[src/source/phy_lane_pkg.sv]
// PHY lane layout for the transmit and receive lanes of the die-to-die link
package phy_lane_pkg;

  // Width of a single PHY lane
  localparam int LANE_W   = 40;

  //////////////////////////////////////////////////
  // Lane 0 layout
  localparam int PUSH_BIT = 0;
  // Low word slice, word bits 0 to 36
  localparam int LO_BITS  = 37;
  localparam int LO_LSB   = 1;
  localparam int STB_BIT  = 38;

  //////////////////////////////////////////////////
  // Lane 1 layout
  // High word slice, word bits 37 to 72
  localparam int HI_BITS  = 36;
  localparam int HI_LSB   = 0;
  // Bits 36 to 38 of lane 1 stay zero

  // Marker user bit, top bit of each lane
  localparam int MRK_BIT  = 39;

  //////////////////////////////////////////////////
  // Receive side
  // Credit pulse returned by the far end
  localparam int CRED_BIT = 0;

  typedef logic [LANE_W-1:0] lane_t;

endpackage

[src/source/link_cfg_pkg.sv]
// Link configuration constants for the stream word and its sideband widths
package link_cfg_pkg;

  //////////////////////////////////////////////////
  // User stream widths
  localparam int DATA_W  = 64;
  localparam int KEEP_W  = 8;

  // One keep bit per data byte
  localparam int WORD_W  = KEEP_W + DATA_W + 1;

  //////////////////////////////////////////////////
  // Sequencer and status widths
  localparam int DELAY_W = 16;
  localparam int DEBUG_W = 32;

  //////////////////////////////////////////////////
  // Link word field positions
  // Keep on top, data in the middle, last at bit 0
  localparam int LAST_BIT = 0;
  localparam int DATA_LSB = LAST_BIT + 1;
  localparam int KEEP_LSB = DATA_LSB + DATA_W;

  // Packed link word, 73 bits
  typedef logic [WORD_W-1:0] st_word_t;

endpackage
[src/source/axi_st_master_top.sv]
// Streaming link transmit top joining packer, credit stage, lane concat and sequencer
module axi_st_master_top
  import link_cfg_pkg::*, phy_lane_pkg::*;
#(
  parameter int CREDIT_W = 8,
  parameter int MARKER_W = 2
) (
  input  logic                clk_wr,
  input  logic                rst_n,

  // Link control
  input  logic                tx_online,
  input  logic                rx_online,
  input  logic [CREDIT_W-1:0] init_st_credit,

  // PHY lanes
  output lane_t               tx_phy0,
  input  lane_t               rx_phy0,
  output lane_t               tx_phy1,

  // User stream
  input  logic [KEEP_W-1:0]   user_tkeep,
  input  logic [DATA_W-1:0]   user_tdata,
  input  logic                user_tlast,
  input  logic                user_tvalid,
  output logic                user_tready,

  // Status
  output logic [DEBUG_W-1:0]  tx_st_debug_status,

  // User bits and delays
  input  logic [MARKER_W-1:0] tx_mrk_userbit,
  input  logic                tx_stb_userbit,
  input  logic [DELAY_W-1:0]  delay_x_value,
  input  logic [DELAY_W-1:0]  delay_y_value,
  input  logic [DELAY_W-1:0]  delay_z_value
);

  //////////////////////////////////////////////////
  // Internal wires
  st_word_t            st_word;
  st_word_t            tx_word;
  logic                tx_push;
  logic                rx_credit;
  logic                tx_online_dly;
  logic                rx_online_dly;
  logic [MARKER_W-1:0] auto_mrk_userbit;
  logic                auto_stb_userbit;

  //////////////////////////////////////////////////
  // Online sequencer
  ll_online_seq #(.MARKER_W(MARKER_W)) u_online_seq (
    .clk_wr           (clk_wr),
    .rst_n            (rst_n),
    .tx_online        (tx_online),
    .rx_online        (rx_online),
    .delay_x_value    (delay_x_value),
    .delay_y_value    (delay_y_value),
    .delay_z_value    (delay_z_value),
    .tx_mrk_userbit   (tx_mrk_userbit),
    .tx_stb_userbit   (tx_stb_userbit),
    .tx_online_dly    (tx_online_dly),
    .rx_online_dly    (rx_online_dly),
    .auto_mrk_userbit (auto_mrk_userbit),
    .auto_stb_userbit (auto_stb_userbit)
  );

  //////////////////////////////////////////////////
  // User beat packing
  st_beat_pack u_beat_pack (
    .user_tkeep (user_tkeep),
    .user_tdata (user_tdata),
    .user_tlast (user_tlast),
    .st_word    (st_word)
  );

  //////////////////////////////////////////////////
  // Credit transmit
  ll_credit_tx #(.CREDIT_W(CREDIT_W)) u_credit_tx (
    .clk_wr             (clk_wr),
    .rst_n              (rst_n),
    .tx_online_dly      (tx_online_dly),
    .rx_online_dly      (rx_online_dly),
    .init_st_credit     (init_st_credit),
    .st_word            (st_word),
    .user_tvalid        (user_tvalid),
    .user_tready        (user_tready),
    .rx_credit          (rx_credit),
    .tx_word            (tx_word),
    .tx_push            (tx_push),
    .tx_st_debug_status (tx_st_debug_status)
  );

  //////////////////////////////////////////////////
  // PHY lanes
  phy_lane_concat #(.MARKER_W(MARKER_W)) u_lane_concat (
    .clk_wr      (clk_wr),
    .rst_n       (rst_n),
    .tx_word     (tx_word),
    .tx_push     (tx_push),
    .stb_userbit (auto_stb_userbit),
    .mrk_userbit (auto_mrk_userbit),
    .tx_phy0     (tx_phy0),
    .tx_phy1     (tx_phy1),
    .rx_phy0     (rx_phy0),
    .rx_credit   (rx_credit)
  );

endmodule

[src/source/phy_lane_concat.sv]
// PHY lane concat that registers link words onto two lanes and samples returned credit
module phy_lane_concat
  import link_cfg_pkg::*, phy_lane_pkg::*;
#(
  parameter int MARKER_W = 2
) (
  input  logic                clk_wr,
  input  logic                rst_n,

  // Word from credit stage
  input  st_word_t            tx_word,
  input  logic                tx_push,

  // Sequenced user bits
  input  logic                stb_userbit,
  input  logic [MARKER_W-1:0] mrk_userbit,

  // PHY lanes
  output lane_t               tx_phy0,
  output lane_t               tx_phy1,
  input  lane_t               rx_phy0,

  // Credit pulse back to credit stage
  output logic                rx_credit
);

  lane_t    lane0_d;
  lane_t    lane1_d;
  st_word_t word_q;

  //////////////////////////////////////////////////
  // Lane assembly
  always_comb begin
    // Idle lanes carry no data
    word_q  = tx_push ? tx_word : '0;
    lane0_d = '0;
    lane1_d = '0;

    lane0_d[PUSH_BIT]          = tx_push;
    lane0_d[LO_LSB +: LO_BITS] = word_q[LO_BITS-1:0];
    lane0_d[STB_BIT]           = stb_userbit;
    lane0_d[MRK_BIT]           = mrk_userbit[0];

    // Upper word slice, bits 36 to 38 left at zero
    lane1_d[HI_LSB +: HI_BITS] = word_q[WORD_W-1:LO_BITS];
    lane1_d[MRK_BIT]           = mrk_userbit[MARKER_W-1];
  end

  //////////////////////////////////////////////////
  // Lane registers and credit sample
  always_ff @(posedge clk_wr or negedge rst_n) begin
    if (!rst_n) begin
      tx_phy0   <= '0;
      tx_phy1   <= '0;
      rx_credit <= 1'b0;
    end else begin
      tx_phy0   <= lane0_d;
      tx_phy1   <= lane1_d;
      // One edge of receive latency
      rx_credit <= rx_phy0[CRED_BIT];
    end
  end

endmodule

[src/source/ll_credit_tx.sv]
// Credit transmit stage with ready, output word register, push pulse and status
module ll_credit_tx
  import link_cfg_pkg::*;
#(
  parameter int CREDIT_W = 8
) (
  input  logic                clk_wr,
  input  logic                rst_n,

  // Delayed online levels
  input  logic                tx_online_dly,
  input  logic                rx_online_dly,

  // Credit loaded at link up
  input  logic [CREDIT_W-1:0] init_st_credit,

  // Packed beat and user handshake
  input  st_word_t            st_word,
  input  logic                user_tvalid,
  output logic                user_tready,

  // Returned credit pulse
  input  logic                rx_credit,

  // Word toward the lanes
  output st_word_t            tx_word,
  output logic                tx_push,

  // Status
  output logic [DEBUG_W-1:0]  tx_st_debug_status
);

  localparam int PUSH_CNT_W = 16;

  logic                  link_up;
  logic                  link_q;
  logic                  accept;
  logic [CREDIT_W-1:0]   credit_cnt;
  logic [PUSH_CNT_W-1:0] push_cnt;

  //////////////////////////////////////////////////
  // Handshake
  assign link_up     = tx_online_dly & rx_online_dly;
  // Ready needs link up and a spare far end buffer
  assign user_tready = link_up & (credit_cnt != '0);
  assign accept      = user_tvalid & user_tready;

  //////////////////////////////////////////////////
  // Credit counter
  always_ff @(posedge clk_wr or negedge rst_n) begin
    if (!rst_n) begin
      link_q     <= 1'b0;
      credit_cnt <= '0;
    end else if (!link_up) begin
      // Link dropped, forget all credit
      link_q     <= 1'b0;
      credit_cnt <= '0;
    end else if (!link_q) begin
      // First edge with link up
      link_q     <= 1'b1;
      credit_cnt <= init_st_credit;
    end else begin
      case ({accept, rx_credit})
        2'b10: credit_cnt <= credit_cnt - 1'b1;
        2'b01: begin
          // Saturate at counter max
          if (credit_cnt != {CREDIT_W{1'b1}}) begin
            credit_cnt <= credit_cnt + 1'b1;
          end
        end
        // Spend and return cancel out
        default: credit_cnt <= credit_cnt;
      endcase
    end
  end

  //////////////////////////////////////////////////
  // Output register
  // One entry, refilled every accept
  always_ff @(posedge clk_wr) begin
    if (accept) begin
      tx_word <= st_word;
    end
  end

  always_ff @(posedge clk_wr or negedge rst_n) begin
    if (!rst_n) begin
      tx_push  <= 1'b0;
      push_cnt <= '0;
    end else begin
      // Single cycle push per accepted beat
      tx_push <= accept;
      if (accept) begin
        push_cnt <= push_cnt + 1'b1;
      end
    end
  end

  //////////////////////////////////////////////////
  // Debug status
  // push count [31:16], rx online [9], tx online [8], credit [7:0]
  assign tx_st_debug_status = DEBUG_W'({push_cnt, 6'b0, rx_online_dly, tx_online_dly,
                                        8'(credit_cnt)});

endmodule

[src/source/ll_online_seq.sv]
// Online sequencer that delays link online levels and gates the auto user bits
module ll_online_seq
  import link_cfg_pkg::*;
#(
  parameter int MARKER_W = 2
) (
  input  logic                clk_wr,
  input  logic                rst_n,

  // Raw online levels
  input  logic                tx_online,
  input  logic                rx_online,

  // Programmable delays in cycles
  input  logic [DELAY_W-1:0]  delay_x_value,
  input  logic [DELAY_W-1:0]  delay_y_value,
  input  logic [DELAY_W-1:0]  delay_z_value,

  // User bit sources
  input  logic [MARKER_W-1:0] tx_mrk_userbit,
  input  logic                tx_stb_userbit,

  // Delayed levels
  output logic                tx_online_dly,
  output logic                rx_online_dly,

  // Gated user bits toward the lanes
  output logic [MARKER_W-1:0] auto_mrk_userbit,
  output logic                auto_stb_userbit
);

  logic [DELAY_W-1:0] tx_cnt;
  logic [DELAY_W-1:0] rx_cnt;
  logic [DELAY_W-1:0] stb_cnt;

  // Counter step
  // Counts edges while run is high, holds at lim, clears when run drops
  function automatic logic [DELAY_W-1:0] sat_step(input logic               run,
                                                  input logic [DELAY_W-1:0] cnt,
                                                  input logic [DELAY_W-1:0] lim);
    logic [DELAY_W-1:0] nxt;
    nxt = '0;
    if (run) begin
      nxt = (cnt < lim) ? cnt + 1'b1 : cnt;
    end
    return nxt;
  endfunction

  //////////////////////////////////////////////////
  // Online delay counters
  // Level rises once input seen high for delay edges
  always_ff @(posedge clk_wr or negedge rst_n) begin
    if (!rst_n) begin
      tx_cnt        <= '0;
      rx_cnt        <= '0;
      tx_online_dly <= 1'b0;
      rx_online_dly <= 1'b0;
    end else begin
      tx_cnt        <= sat_step(tx_online, tx_cnt, delay_x_value);
      rx_cnt        <= sat_step(rx_online, rx_cnt, delay_y_value);
      // Drop at once on a low sample
      tx_online_dly <= tx_online && (tx_cnt >= delay_x_value);
      rx_online_dly <= rx_online && (rx_cnt >= delay_y_value);
    end
  end

  //////////////////////////////////////////////////
  // Strobe holdoff
  // Counts edges since tx_online_dly rose
  always_ff @(posedge clk_wr or negedge rst_n) begin
    if (!rst_n) begin
      stb_cnt <= '0;
    end else begin
      stb_cnt <= sat_step(tx_online_dly, stb_cnt, delay_z_value);
    end
  end

  // Strobe passes delay_z edges after tx online
  assign auto_stb_userbit = tx_online_dly && (stb_cnt >= delay_z_value) && tx_stb_userbit;

  // Markers follow tx online directly
  assign auto_mrk_userbit = tx_online_dly ? tx_mrk_userbit : '0;

endmodule

[src/source/st_beat_pack.sv]
// Stream beat packer that folds keep, data and last into one link word
module st_beat_pack
  import link_cfg_pkg::*;
(
  // User beat fields
  input  logic [KEEP_W-1:0] user_tkeep,
  input  logic [DATA_W-1:0] user_tdata,
  input  logic              user_tlast,

  // Packed word toward credit logic
  output st_word_t          st_word
);

  //////////////////////////////////////////////////
  // Field placement
  // Purely combinational, no state
  always_comb begin
    st_word = '0;

    // Byte enables in the top bits
    st_word[KEEP_LSB +: KEEP_W] = user_tkeep;

    // Payload
    st_word[DATA_LSB +: DATA_W] = user_tdata;

    // End of packet flag
    st_word[LAST_BIT]           = user_tlast;
  end

endmodule

[config.mk]
export PLATFORM = sky130hd
export DESIGN_NAME = axi_st_master_top
export DESIGN_NICKNAME = d
export VERILOG_FILES = /design/src/source/phy_lane_pkg.sv /design/src/source/link_cfg_pkg.sv /design/src/source/axi_st_master_top.sv /design/src/source/phy_lane_concat.sv /design/src/source/ll_credit_tx.sv /design/src/source/ll_online_seq.sv /design/src/source/st_beat_pack.sv
export SDC_FILE = /design/constraint.sdc
export NUM_CORES = 1
export LEC_CHECK = 0
export BUFFER_PORTS_ARGS = -buffer_cell sky130_fd_sc_hd__buf_2
export CAP_MARGIN = 20
export CORE_ASPECT_RATIO = 1.4
export CORE_UTILIZATION = 40
export CTS_CLUSTER_SIZE = 20
export DETAILED_ROUTE_END_ITERATION = 12
export PLACE_DENSITY_LB_ADDON = 0.2
export SLEW_MARGIN = 30
export SYNTH_ARGS = -nofsm -noshare
export SYNTH_HDL_FRONTEND = slang
export SYNTH_SLANG_ARGS = --single-unit
[constraint.sdc]
create_clock -name clk_wr -period 3.5 [get_ports clk_wr]
set_clock_uncertainty 0.1 [all_clocks]
set_input_delay 0.7 -clock clk_wr [delete_from_list [all_inputs] [get_ports clk_wr]]
set_output_delay 0.7 -clock clk_wr [all_outputs]
set_load 0.03 [all_outputs]
## After elaboration in Yosys (flattened, before gate mapping)

Cells that the tools add are included.

| operators by class | value |
|---|---|
| $add $sub $neg | 6 |
| magnitude comparators | 6 |
| equal/unequal tests | 8 |
| muxes and demuxes | 13 |
| bitwise logic cells | 3 |
| reduce and logical (&&, ||, !) cells | 6 |

Operator list:

| operator | count |
|---|---|
| $mux 16 | 6 |
| $mux 73 | 1 |
| $add 16x1->16 const B | 4 |
| $ge 16x16->1 | 3 |
| $lt 16x16->1 | 3 |
| $mux 8 | 3 |
| $pmux 8 s2 | 1 |
| $add 8x1->8 const B | 1 |
| $ne 4x4->1 const B | 2 |
| $ne 8x8->1 const B | 1 |
| $reduce_bool 8->1 | 1 |
| $sub 8x1->8 const B | 1 |
| $logic_and 1x1->1 | 4 |
| $ne 2x1->1 const B | 2 |
| $and 1x1->1 | 3 |
| $eq 2x1->1 const B | 1 |
| $eq 2x2->1 const B | 1 |
| $mux 2 | 1 |
| $ne 2x2->1 const B | 1 |
| $reduce_and 2->1 | 1 |
| $mux 1 | 1 |

| storage, ports and cells | value |
|---|---|
| flip-flop bits (word level) | 227 |
| input port bits | 177 |
| output and inout port bits | 113 |
| word-level logic and storage cells | 55 |

## Depth between registers and ports, before layout

Gate-level depths: netlist (run 1).

| depth | value |
|---|---|
| depth in word-level cells | 7 |
| depth in mapped cells | 11 |

## Hierarchy

Synthesis (run 1) repeated with hierarchy kept, for this count alone.

| second synthesis, totals | value |
|---|---|
| cell total of the unflattened synthesis | 919 |
| area total of the unflattened synthesis | 10767.8 um2 |

By module, submodules not included:

| module | instances | cells an instance | area an instance (um2) | sequential area each (um2) |
|---|---|---|---|---|
| ll_credit_tx | 1 | 230 | 3843.7 | 2842.7 |
| ll_online_seq | 1 | 454 | 3814.9 | 1251.2 |
| phy_lane_concat | 1 | 162 | 2561.2 | 1951.9 |
| st_beat_pack | 1 | 73 | 548.0 | 0.0 |

## Least setup slack after synthesis (run 1)

No wires, ideal clock.

| timing path | value |
|---|---|
| path kind | reg-to-reg |
| start point | reg u_credit_tx.credit_cnt[0] |
| end point | reg u_credit_tx.push_cnt[4] |
| arrival time | 3.087 ns |
| required time | 3.266 ns |
| slack | 0.178 ns |
| cell stages (with the launch flop) | 6 |
| path buffers | 0 |
| clock period less this slack | 3.322 ns |
| cells stage by stage | dfrtp_1 nor4_1 a211o_1 inv_1 nand4_1 xnor2_1 |

| on the way | value |
|---|---|
| longest elaborated chain between the ends | 3 |

Ends and longest elaborated chain:

| element | RTL line | source |
|---|---|---|
| start: declaration | ll_credit_tx.sv:38 | `logic [CREDIT_W-1:0] credit_cnt;` |
| start signal: assignment | ll_credit_tx.sv:61 | `credit_cnt <= init_st_credit;` |
| start signal: assignment | ll_credit_tx.sv:64 | `2'b10: credit_cnt <= credit_cnt - 1'b1;` |
| start signal: assignment | ll_credit_tx.sv:68 | `credit_cnt <= credit_cnt + 1'b1;` |
| $reduce_bool 8->1 | ll_credit_tx.sv:45 | `assign user_tready = link_up & (credit_cnt != '0);` |
| $and 1x1->1 | ll_credit_tx.sv:45 |  |
| $and 1x1->1 | ll_credit_tx.sv:46 | `assign accept = user_tvalid & user_tready;` |
| net u_credit_tx.accept | ll_credit_tx.sv:37 | `logic accept;` |
| end signal: assignment | ll_credit_tx.sv:94 | `push_cnt <= push_cnt + 1'b1;` |
| end: declaration | ll_credit_tx.sv:39 | `logic [PUSH_CNT_W-1:0] push_cnt;` |

The timed path passes the listed nets, and every way through them passes these cells.
A chain may end at the register's enable or synchronous reset.

## Worst setup path in the final report (run 1)

| timing path | value |
|---|---|
| start point | reg u_credit_tx.credit_cnt[5] |
| end point | reg u_credit_tx.credit_cnt[7] |

| on the way | value |
|---|---|
| longest elaborated chain between the ends | 7 |
| elaborated cells on any way between the ends | 15 |

Ends and longest elaborated chain:

| element |
|---|
| branches (longest 7 deep; another with $add 8x1->8) |

Parallel ways; which one is timed is not known. The select of a mux whose other input is x is not followed.

==> run_results.csv, run 1 <==
group,metric,value,unit
outcome,status,"finished clean",
route,via_per_inst,4.904,
clock_tree,root_buffer,"clkbuf_16",
timing,post-route-period-util,0.9181,
clock_tree,cts_max_level,1,
placed_design,place.gp.congestion,0.7794,
route,wire_per_inst,15.07,um
critical_path,crit_required,3840,ps
final_layout,drive_above_1_share,0.2722,
route,first_iter_violations,179,
timing,fin_crit,3213,ps
clock_tree,cts_buffers,24,
yosys,synth_top_area_frac,0.3803,
critical_path,path_cells,"nor4_1 -> a211o_1 -> ha_1 -> inv_1 -> ha_1 -> a21oi_1 -> o211ai_1 -> o41ai_2 -> xnor2_1 -> or3_1 -> a31oi_1",
clock_tree,clock_sinks,227,
timing,finalSetupTns,0,ps
yosys,netlist_top_cells_area,"dfrtp_1, edfxtp_1, ha_1",
timing,worstMarginPinSlew,802.8,ps
critical_path,slowest_stage,"dfrtp_1",
die,ios,290,
critical_path,slowest_delay,440,ps
critical_path,criticalPathCategory,"reg -> reg",
yosys,synthArstFlopShare,0.6784,
power_and_ir_drop,leakagePower,6.148,nW
final_layout,nets,1326,
yosys,yosys_warnings,0,
die,die_h,190.3,um
global_routing,grt_max_degree,75,
critical_path,endpoint_kind,"flop",
yosys,yosysUniqueCellTypes,58,
yosys,ys_ff_latch,227,
timing,max_clock_freq,311.2,MHz
critical_path,startpoint_type,"flop",
route,vias,6978,
clock_tree,cts_tree,"yes",
global_routing,grt_use_total,0.1676,
yosys,yosys.area.top_type,"dfrtp_1",
global_routing,grt_remaining_overflow,0,
yosys,yosysMostFrequentCell,"dfrtp_1",
critical_path,cpMostUsedCell,"ha_1",
power_and_ir_drop,ir_worst_vdd,0.4458,mV
timing,slew_viol_final,0,
placed_design,dp_hpwl,15300,um
timing,setup-violations-final,0,
route,drc,0,
yosys,synth_area,10130,sq um
flow_run,cap_viol_max_count,0,
die,die_area,25980,sq um
die,initial_core_util,0.4092,
final_layout,area_growth,23.43,%
yosys,synth-edff-count,73,
timing,setup_slack,286.6,ps
yosys,ys_seq_area_frac,0.5967,
yosys,ys.flop_type,"dfrtp_1",
critical_path,cp_max_fo,8,
die,fp.dieW,136.5,um
route,drtAntennaViolNets,0,
timing,finalHoldViolations,0,
global_routing,antenna_found_initial,3,
yosys,synth.avg_cell_area,12.12,sq um
yosys,yosys-top-cells-count,"dfrtp_1, and2_1, edfxtp_1",
clock_tree,clk_path_buf_depth,3,
placed_design,dpl_worst_slack,149.7,ps
global_routing,grt_pass1_wl,34350,um
route,firstDrtPassIters,4,
placed_design,io_buffers,241,
global_routing,grt_pass1_vias,7038,
clock_tree,hold_buffers,0,
critical_path,cp.arrival,3550,ps
timing,slew-limit-headroom,0.4648,
clock_tree,path_clk_slew,60,ps
timing,rsz0062_at_grt,"false",
hold_path,min_path_type,"in -> async",
route,wl,21450,um
clock_tree,cts_resized,0,
power_and_ir_drop,p_per_area,445.7,nW/um^2
clock_tree,post-cts-setup-buffers,0,
die,num_rows,68,
yosys,syn_inst,836,
clock_tree,insertion_delay,510,ps
die,core,24760,sq um
critical_path,r2r_cells,11,
-- sequential cells by signal (all words and copies together) (netlist names) --
register,cells
u_credit_tx.credit_cnt,8
u_credit_tx.link_q,1
u_credit_tx.push_cnt,16
u_credit_tx.tx_push,1
u_credit_tx.tx_word,73
u_lane_concat.rx_credit,1
u_lane_concat.tx_phy0,40
u_lane_concat.tx_phy1,37
u_online_seq.rx_cnt,16
u_online_seq.rx_online_dly,1
u_online_seq.stb_cnt,16
u_online_seq.tx_cnt,16
u_online_seq.tx_online_dly,1
-- cell families after synthesis --
family,share of synthesized area
AND/OR/NAND/NOR,0.1650
flip-flops,0.5967
AO/OA/AOI/OAI,0.07582
buffers and inverters,0.04100
adder cells (fa/ha/maj),0.07607
XOR/XNOR,0.03717
multiplexers,0.007904
other,0.0003701
-- path summary, 6_finish.rpt --
check,slack (ps),end,start
max in group asynchronous,2470,u_online_seq.tx_cnt[0],rst_n
hold reg to reg,350,u_lane_concat.tx_phy1[14],u_credit_tx.tx_word[51]
setup / recovery,290,u_credit_tx.credit_cnt[7],u_credit_tx.credit_cnt[5]
setup reg to reg,290,u_credit_tx.credit_cnt[7],u_credit_tx.credit_cnt[5]
hold / removal,60,u_lane_concat.tx_phy1[1],rst_n
min in group clk_wr,200,u_lane_concat.rx_credit,rx_phy0[0]
-- final cells by class --
class | count | area (sq um)
antenna | 2 | 5.005
sequential | 227 | 6050
multi-input combinational | 521 | 3701
timing repair buffer | 253 | 1328
clock inverter | 10 | 130.1
fill | 2191 | 12250
clock buffer | 34 | 669.4
tap | 315 | 394.1
inverter | 61 | 229.0
-- metal layers --
metal | GRT usage | vias to the layer above | wire length (um)
met3 | 0.05688 | 37 | 1866
li1 | - | 3437 | -
met4 | 0.05598 | 2 | 537
met1 | 0.1953 | 3297 | 8517
met2 | 0.2854 | 205 | 10510
met5 | 0 | - | 10
-- through the flow --
step	hold WS, ps	cells	power [W]	instance area (sq um)	utilization
CTS	82.34	1421	0.005659	12500	0.5049
floorplan	251.9	844	0.002916	10160	-
global route	89.98	1423	0.005801	12510	0.5051
finish	61.11	1423	0.005574	12510	0.5051
global placement	334.8	1377	0.003043	11700	0.4725
detailed placement	339.5	1377	0.003050	11700	0.4726
-- report_power, final --
part / internal (W) / switching (W)
Clock: 0.00156 / 0.00103
Sequential: 0.00275 / 0.0000104
Combinational: 0.000101 / 0.000130
Total: 0.00441 / 0.00117
-- critical path: cells and delay by family (launching register included) --
| family | cells | cell delay, ps |
|---|---|---|
| flops | 1 | 440 |
| fa+ha+maj | 2 | 510 |
| compound gates | 5 | 1060 |
| simple gates | 2 | 740 |
| xor+xnor | 1 | 120 |
| buf+inv | 1 | 160 |
-- layout by cell type (no fill, tap or decap), types with 11 or more instances in the layout --
cell type,n
nand2_1,47
o21ai_0,19
and2_1,93
xor2_1,12
nand3_1,20
edfxtp_1,73
nor2_1,25
dfrtp_1,153
buf_2,240
and3_1,11
clkbuf_16,25
inv_1,60
nand4_1,41
xnor2_1,31
a21oi_1,31
ha_1,60
No activity file was read; power rests on OpenSTA's default activity.
==> inputs of run 2 (changes only) <==
--- a/config.mk
+++ b/config.mk
@@ -15,4 +15,5 @@
 export SLEW_MARGIN = 30
 export SYNTH_ARGS = -nofsm -noshare
 export SYNTH_HDL_FRONTEND = slang
+export SYNTH_HIERARCHICAL = 1
 export SYNTH_SLANG_ARGS = --single-unit
==> run 2 against run 1 <==
  * Power decreased by 2.5%
  * Core utilization decreased by 2.6 points
  * Combinational power about the same
  * Via count increased by 1.8%
  * Sequential share of layout area decreased by 0.27 points
==> run_results.csv, run 2 <==
group,metric,value,unit
critical_path,crit_required,3770,ps
power_and_ir_drop,ir_worst_vdd,0.4408,mV
final_layout,top_register,"u_credit_tx/tx_word",
flow_run,cap_viol_max_count,0,
timing,post-route-period-util,0.9221,
timing,finalSetupTns,0,ps
timing,finalHoldViolations,0,
route,firstDrtPassIters,4,
die,die_h,196.1,um
global_routing,grt_pass1_vias,7267,
yosys,yosysUniqueCellTypes,61,
clock_tree,cts_max_level,1,
power_and_ir_drop,finalPower,0.005435,W
final_layout,fin_util,0.4787,
yosys,ys_ff_latch,227,
clock_tree,hold_buffers,0,
placed_design,place.gp.congestion,0.8447,
critical_path,r2r_cells,11,
die,fp.dieW,140.7,um
clock_tree,insertion_delay,510,ps
clock_tree,post-cts-setup-buffers,0,
route,vias,7103,
critical_path,path_cells,"nor4_4 -> a21oi_2 -> nand2_1 -> ha_1 -> inv_1 -> fa_1 -> a21oi_1 -> a2bb2oi_1 -> mux2_4 -> a2111oi_2 -> o21ai_0",
clock_tree,clock_sinks,227,
yosys,synth-edff-count,73,
route,wire_per_inst,15.33,um
die,ios,290,
power_and_ir_drop,leakagePower,6.102,nW
final_layout,drive_above_1_share,0.3429,
yosys,synth.avg_cell_area,11.72,sq um
placed_design,dp_hpwl,15640,um
yosys,yosysMostFrequentCell,"dfrtp_1",
clock_tree,root_buffer,"clkbuf_16",
die,num_rows,70,
critical_path,startpoint_type,"flop",
die,die_area,27590,sq um
final_layout,area_growth,16.80,%
power_and_ir_drop,internal_power,0.004290,W
clock_tree,cts_buffers,23,
final_layout,largest_reg_flops,73,
timing,hold-worst-slack,134.5,ps
final_layout,biggestRegsByFlops,"u_credit_tx/tx_word (73), u_lane_concat/tx_phy0 (40), u_lane_concat/tx_phy1 (37)",
power_and_ir_drop,p_comb_frac,0.043,
yosys,synthArstFlopShare,0.6784,
yosys,yosys-top-cells-count,"dfrtp_1, buf_4, and2_2, edfxtp_1, nand2_1",
critical_path,slowest_stage,"dfrtp_1",
timing,fin_crit,3227,ps
power_and_ir_drop,p_per_area,432.2,nW/um^2
clock_tree,clk_path_buf_depth,3,
final_layout,fillers,2428,
power_and_ir_drop,p_clk_frac,0.450,
clock_tree,cts_tree,"yes",
global_routing,grt_use_total,0.1639,
global_routing,grt_max_degree,75,
critical_path,criticalPathCategory,"reg -> reg",
timing,max_clock_freq,309.8,MHz
clock_tree,path_clk_slew,70,ps
yosys,ys.flop_type,"dfrtp_1",
final_layout,nets,1339,
power_and_ir_drop,p_sw_frac,0.2108,
global_routing,grt_remaining_overflow,0,
yosys,synth_top_area_frac,0.3579,
route,via_per_inst,4.926,
yosys,netlist_top_cells_area,"dfrtp_1, edfxtp_1, ha_1",
route,first_iter_violations,246,
yosys,syn_inst,919,
hold_path,min_path_type,"in -> async",
power_and_ir_drop,seqPwrFrac,0.507,
global_routing,antenna_found_initial,4,
critical_path,cp.arrival,3500,ps
timing,slew-limit-headroom,0.5284,
die,core,26280,sq um
final_layout,stdcell_area,12580,sq um
timing,rsz0062_at_grt,"false",
placed_design,place_area,11820,sq um
yosys,ys_seq_area_frac,0.5615,
yosys,yosys_warnings,6,
route,drtAntennaViolNets,0,
placed_design,io_buffers,241,
timing,worstMarginPinSlew,707.4,ps
timing,slew_viol_final,0,
route,wl,22100,um
outcome,status,"finished clean",
global_routing,grt_pass1_wl,35940,um
final_layout,layout_commonest_cell,"buf_2",
timing,setup-violations-final,0,
power_and_ir_drop,switchingPower,0.001146,W
final_layout,layout_common_cells,"buf_2, dfrtp_1, edfxtp_1, and2_2, nand2_1",
route,drc,0,
critical_path,slowest_delay,430,ps
yosys,yosys.area.top_type,"dfrtp_1",
yosys,synth_area,10770,sq um
critical_path,endpoint_kind,"flop",
die,initial_core_util,0.4098,
critical_path,cp_max_fo,4,
## run 2: worst max-delay path, delay by kind of cell, from the launching register on
family / cells / cell delay [ps]
adders and majority gates: 2 / 610
DFF: 1 / 430
buffers and inverters: 1 / 90
and+or+nand+nor: 2 / 500
muxes: 1 / 330
AOI/OAI and AO/OA: 5 / 1040
## run 2: worst paths after layout
| kind | startpoint | to | slack [ps] |
|---|---|---|---|
| hold / removal | rst_n | u_lane_concat/tx_phy0[33] | 130 |
| min in group clk_wr | rx_phy0[0] | u_lane_concat/rx_credit | 210 |
| setup / recovery | u_credit_tx/credit_cnt[4] | u_credit_tx/credit_cnt[6] | 270 |
| max in group asynchronous | rst_n | u_credit_tx/tx_push | 2430 |
| hold reg to reg | u_credit_tx/tx_word[36] | u_lane_concat/tx_phy0[37] | 360 |
| setup reg to reg | u_credit_tx/credit_cnt[4] | u_credit_tx/credit_cnt[6] | 270 |
## run 2: metal layers
| metal | global-route usage | up-vias | share of wire |
|---|---|---|---|
| li1 | - | 3495 | - |
| met4 | 0.04509 | 6 | 0.020 |
| met2 | 0.3022 | 176 | 0.52 |
| met5 | 0 | - | 0.0021 |
| met3 | 0.05614 | 37 | 0.080 |
| met1 | 0.1761 | 3389 | 0.38 |
## run 2: area by class of cell
cell class / instances / area (sq um) / area share
multi-input cells: 531 / 3777 / 0.3003
diodes: 1 / 2.502 / 0.0001990
clock buffers: 25 / 593.1 / 0.04715
clock inverters: 16 / 153.9 / 0.01224
well taps: 324 / 405.4 / 0.03223
inverters: 62 / 232.7 / 0.01850
flip-flops and latches: 227 / 6050 / 0.4810
repair buffers: 256 / 1363 / 0.1083
## run 2: logic make-up after synthesis
kind of cell	synth area share
AOI/OAI and AO/OA	0.08181
xor gates and xnor gates	0.01952
other	0.0006974
buffers and inverters	0.09052
and+or+nand+nor	0.1579
adders and majority gates	0.07158
DFF	0.5615
muxes	0.01650
## run 2: metrics by stage
stage / worst slack (ps) / std cells
detailed placement: 229.0 / 1400
floorplan: 61.47 / 926
global route: 26.52 / 1441
CTS: 221.9 / 1441
global placement: 294.4 / 1400
finish: 272.6 / 1442
## run 2: what timing repair did
item                       in CTS  in global routing
hold endpoints to repair        0                  0
resized for setup               0                  1
setup endpoints to repair       0                  1
## run 2: power groups by stage
stage | sequential (W) | clock (W) | combinational, W
finish | 0.00276 | 0.00245 | 0.000232
global route | 0.00275 | 0.00264 | 0.000266
CTS | 0.00275 | 0.00255 | 0.000239
detailed placement | 0.00281 | 0 | 0.000237
global placement | 0.00281 | 0 | 0.000231
floorplan | 0.00281 | 0 | 0.000159
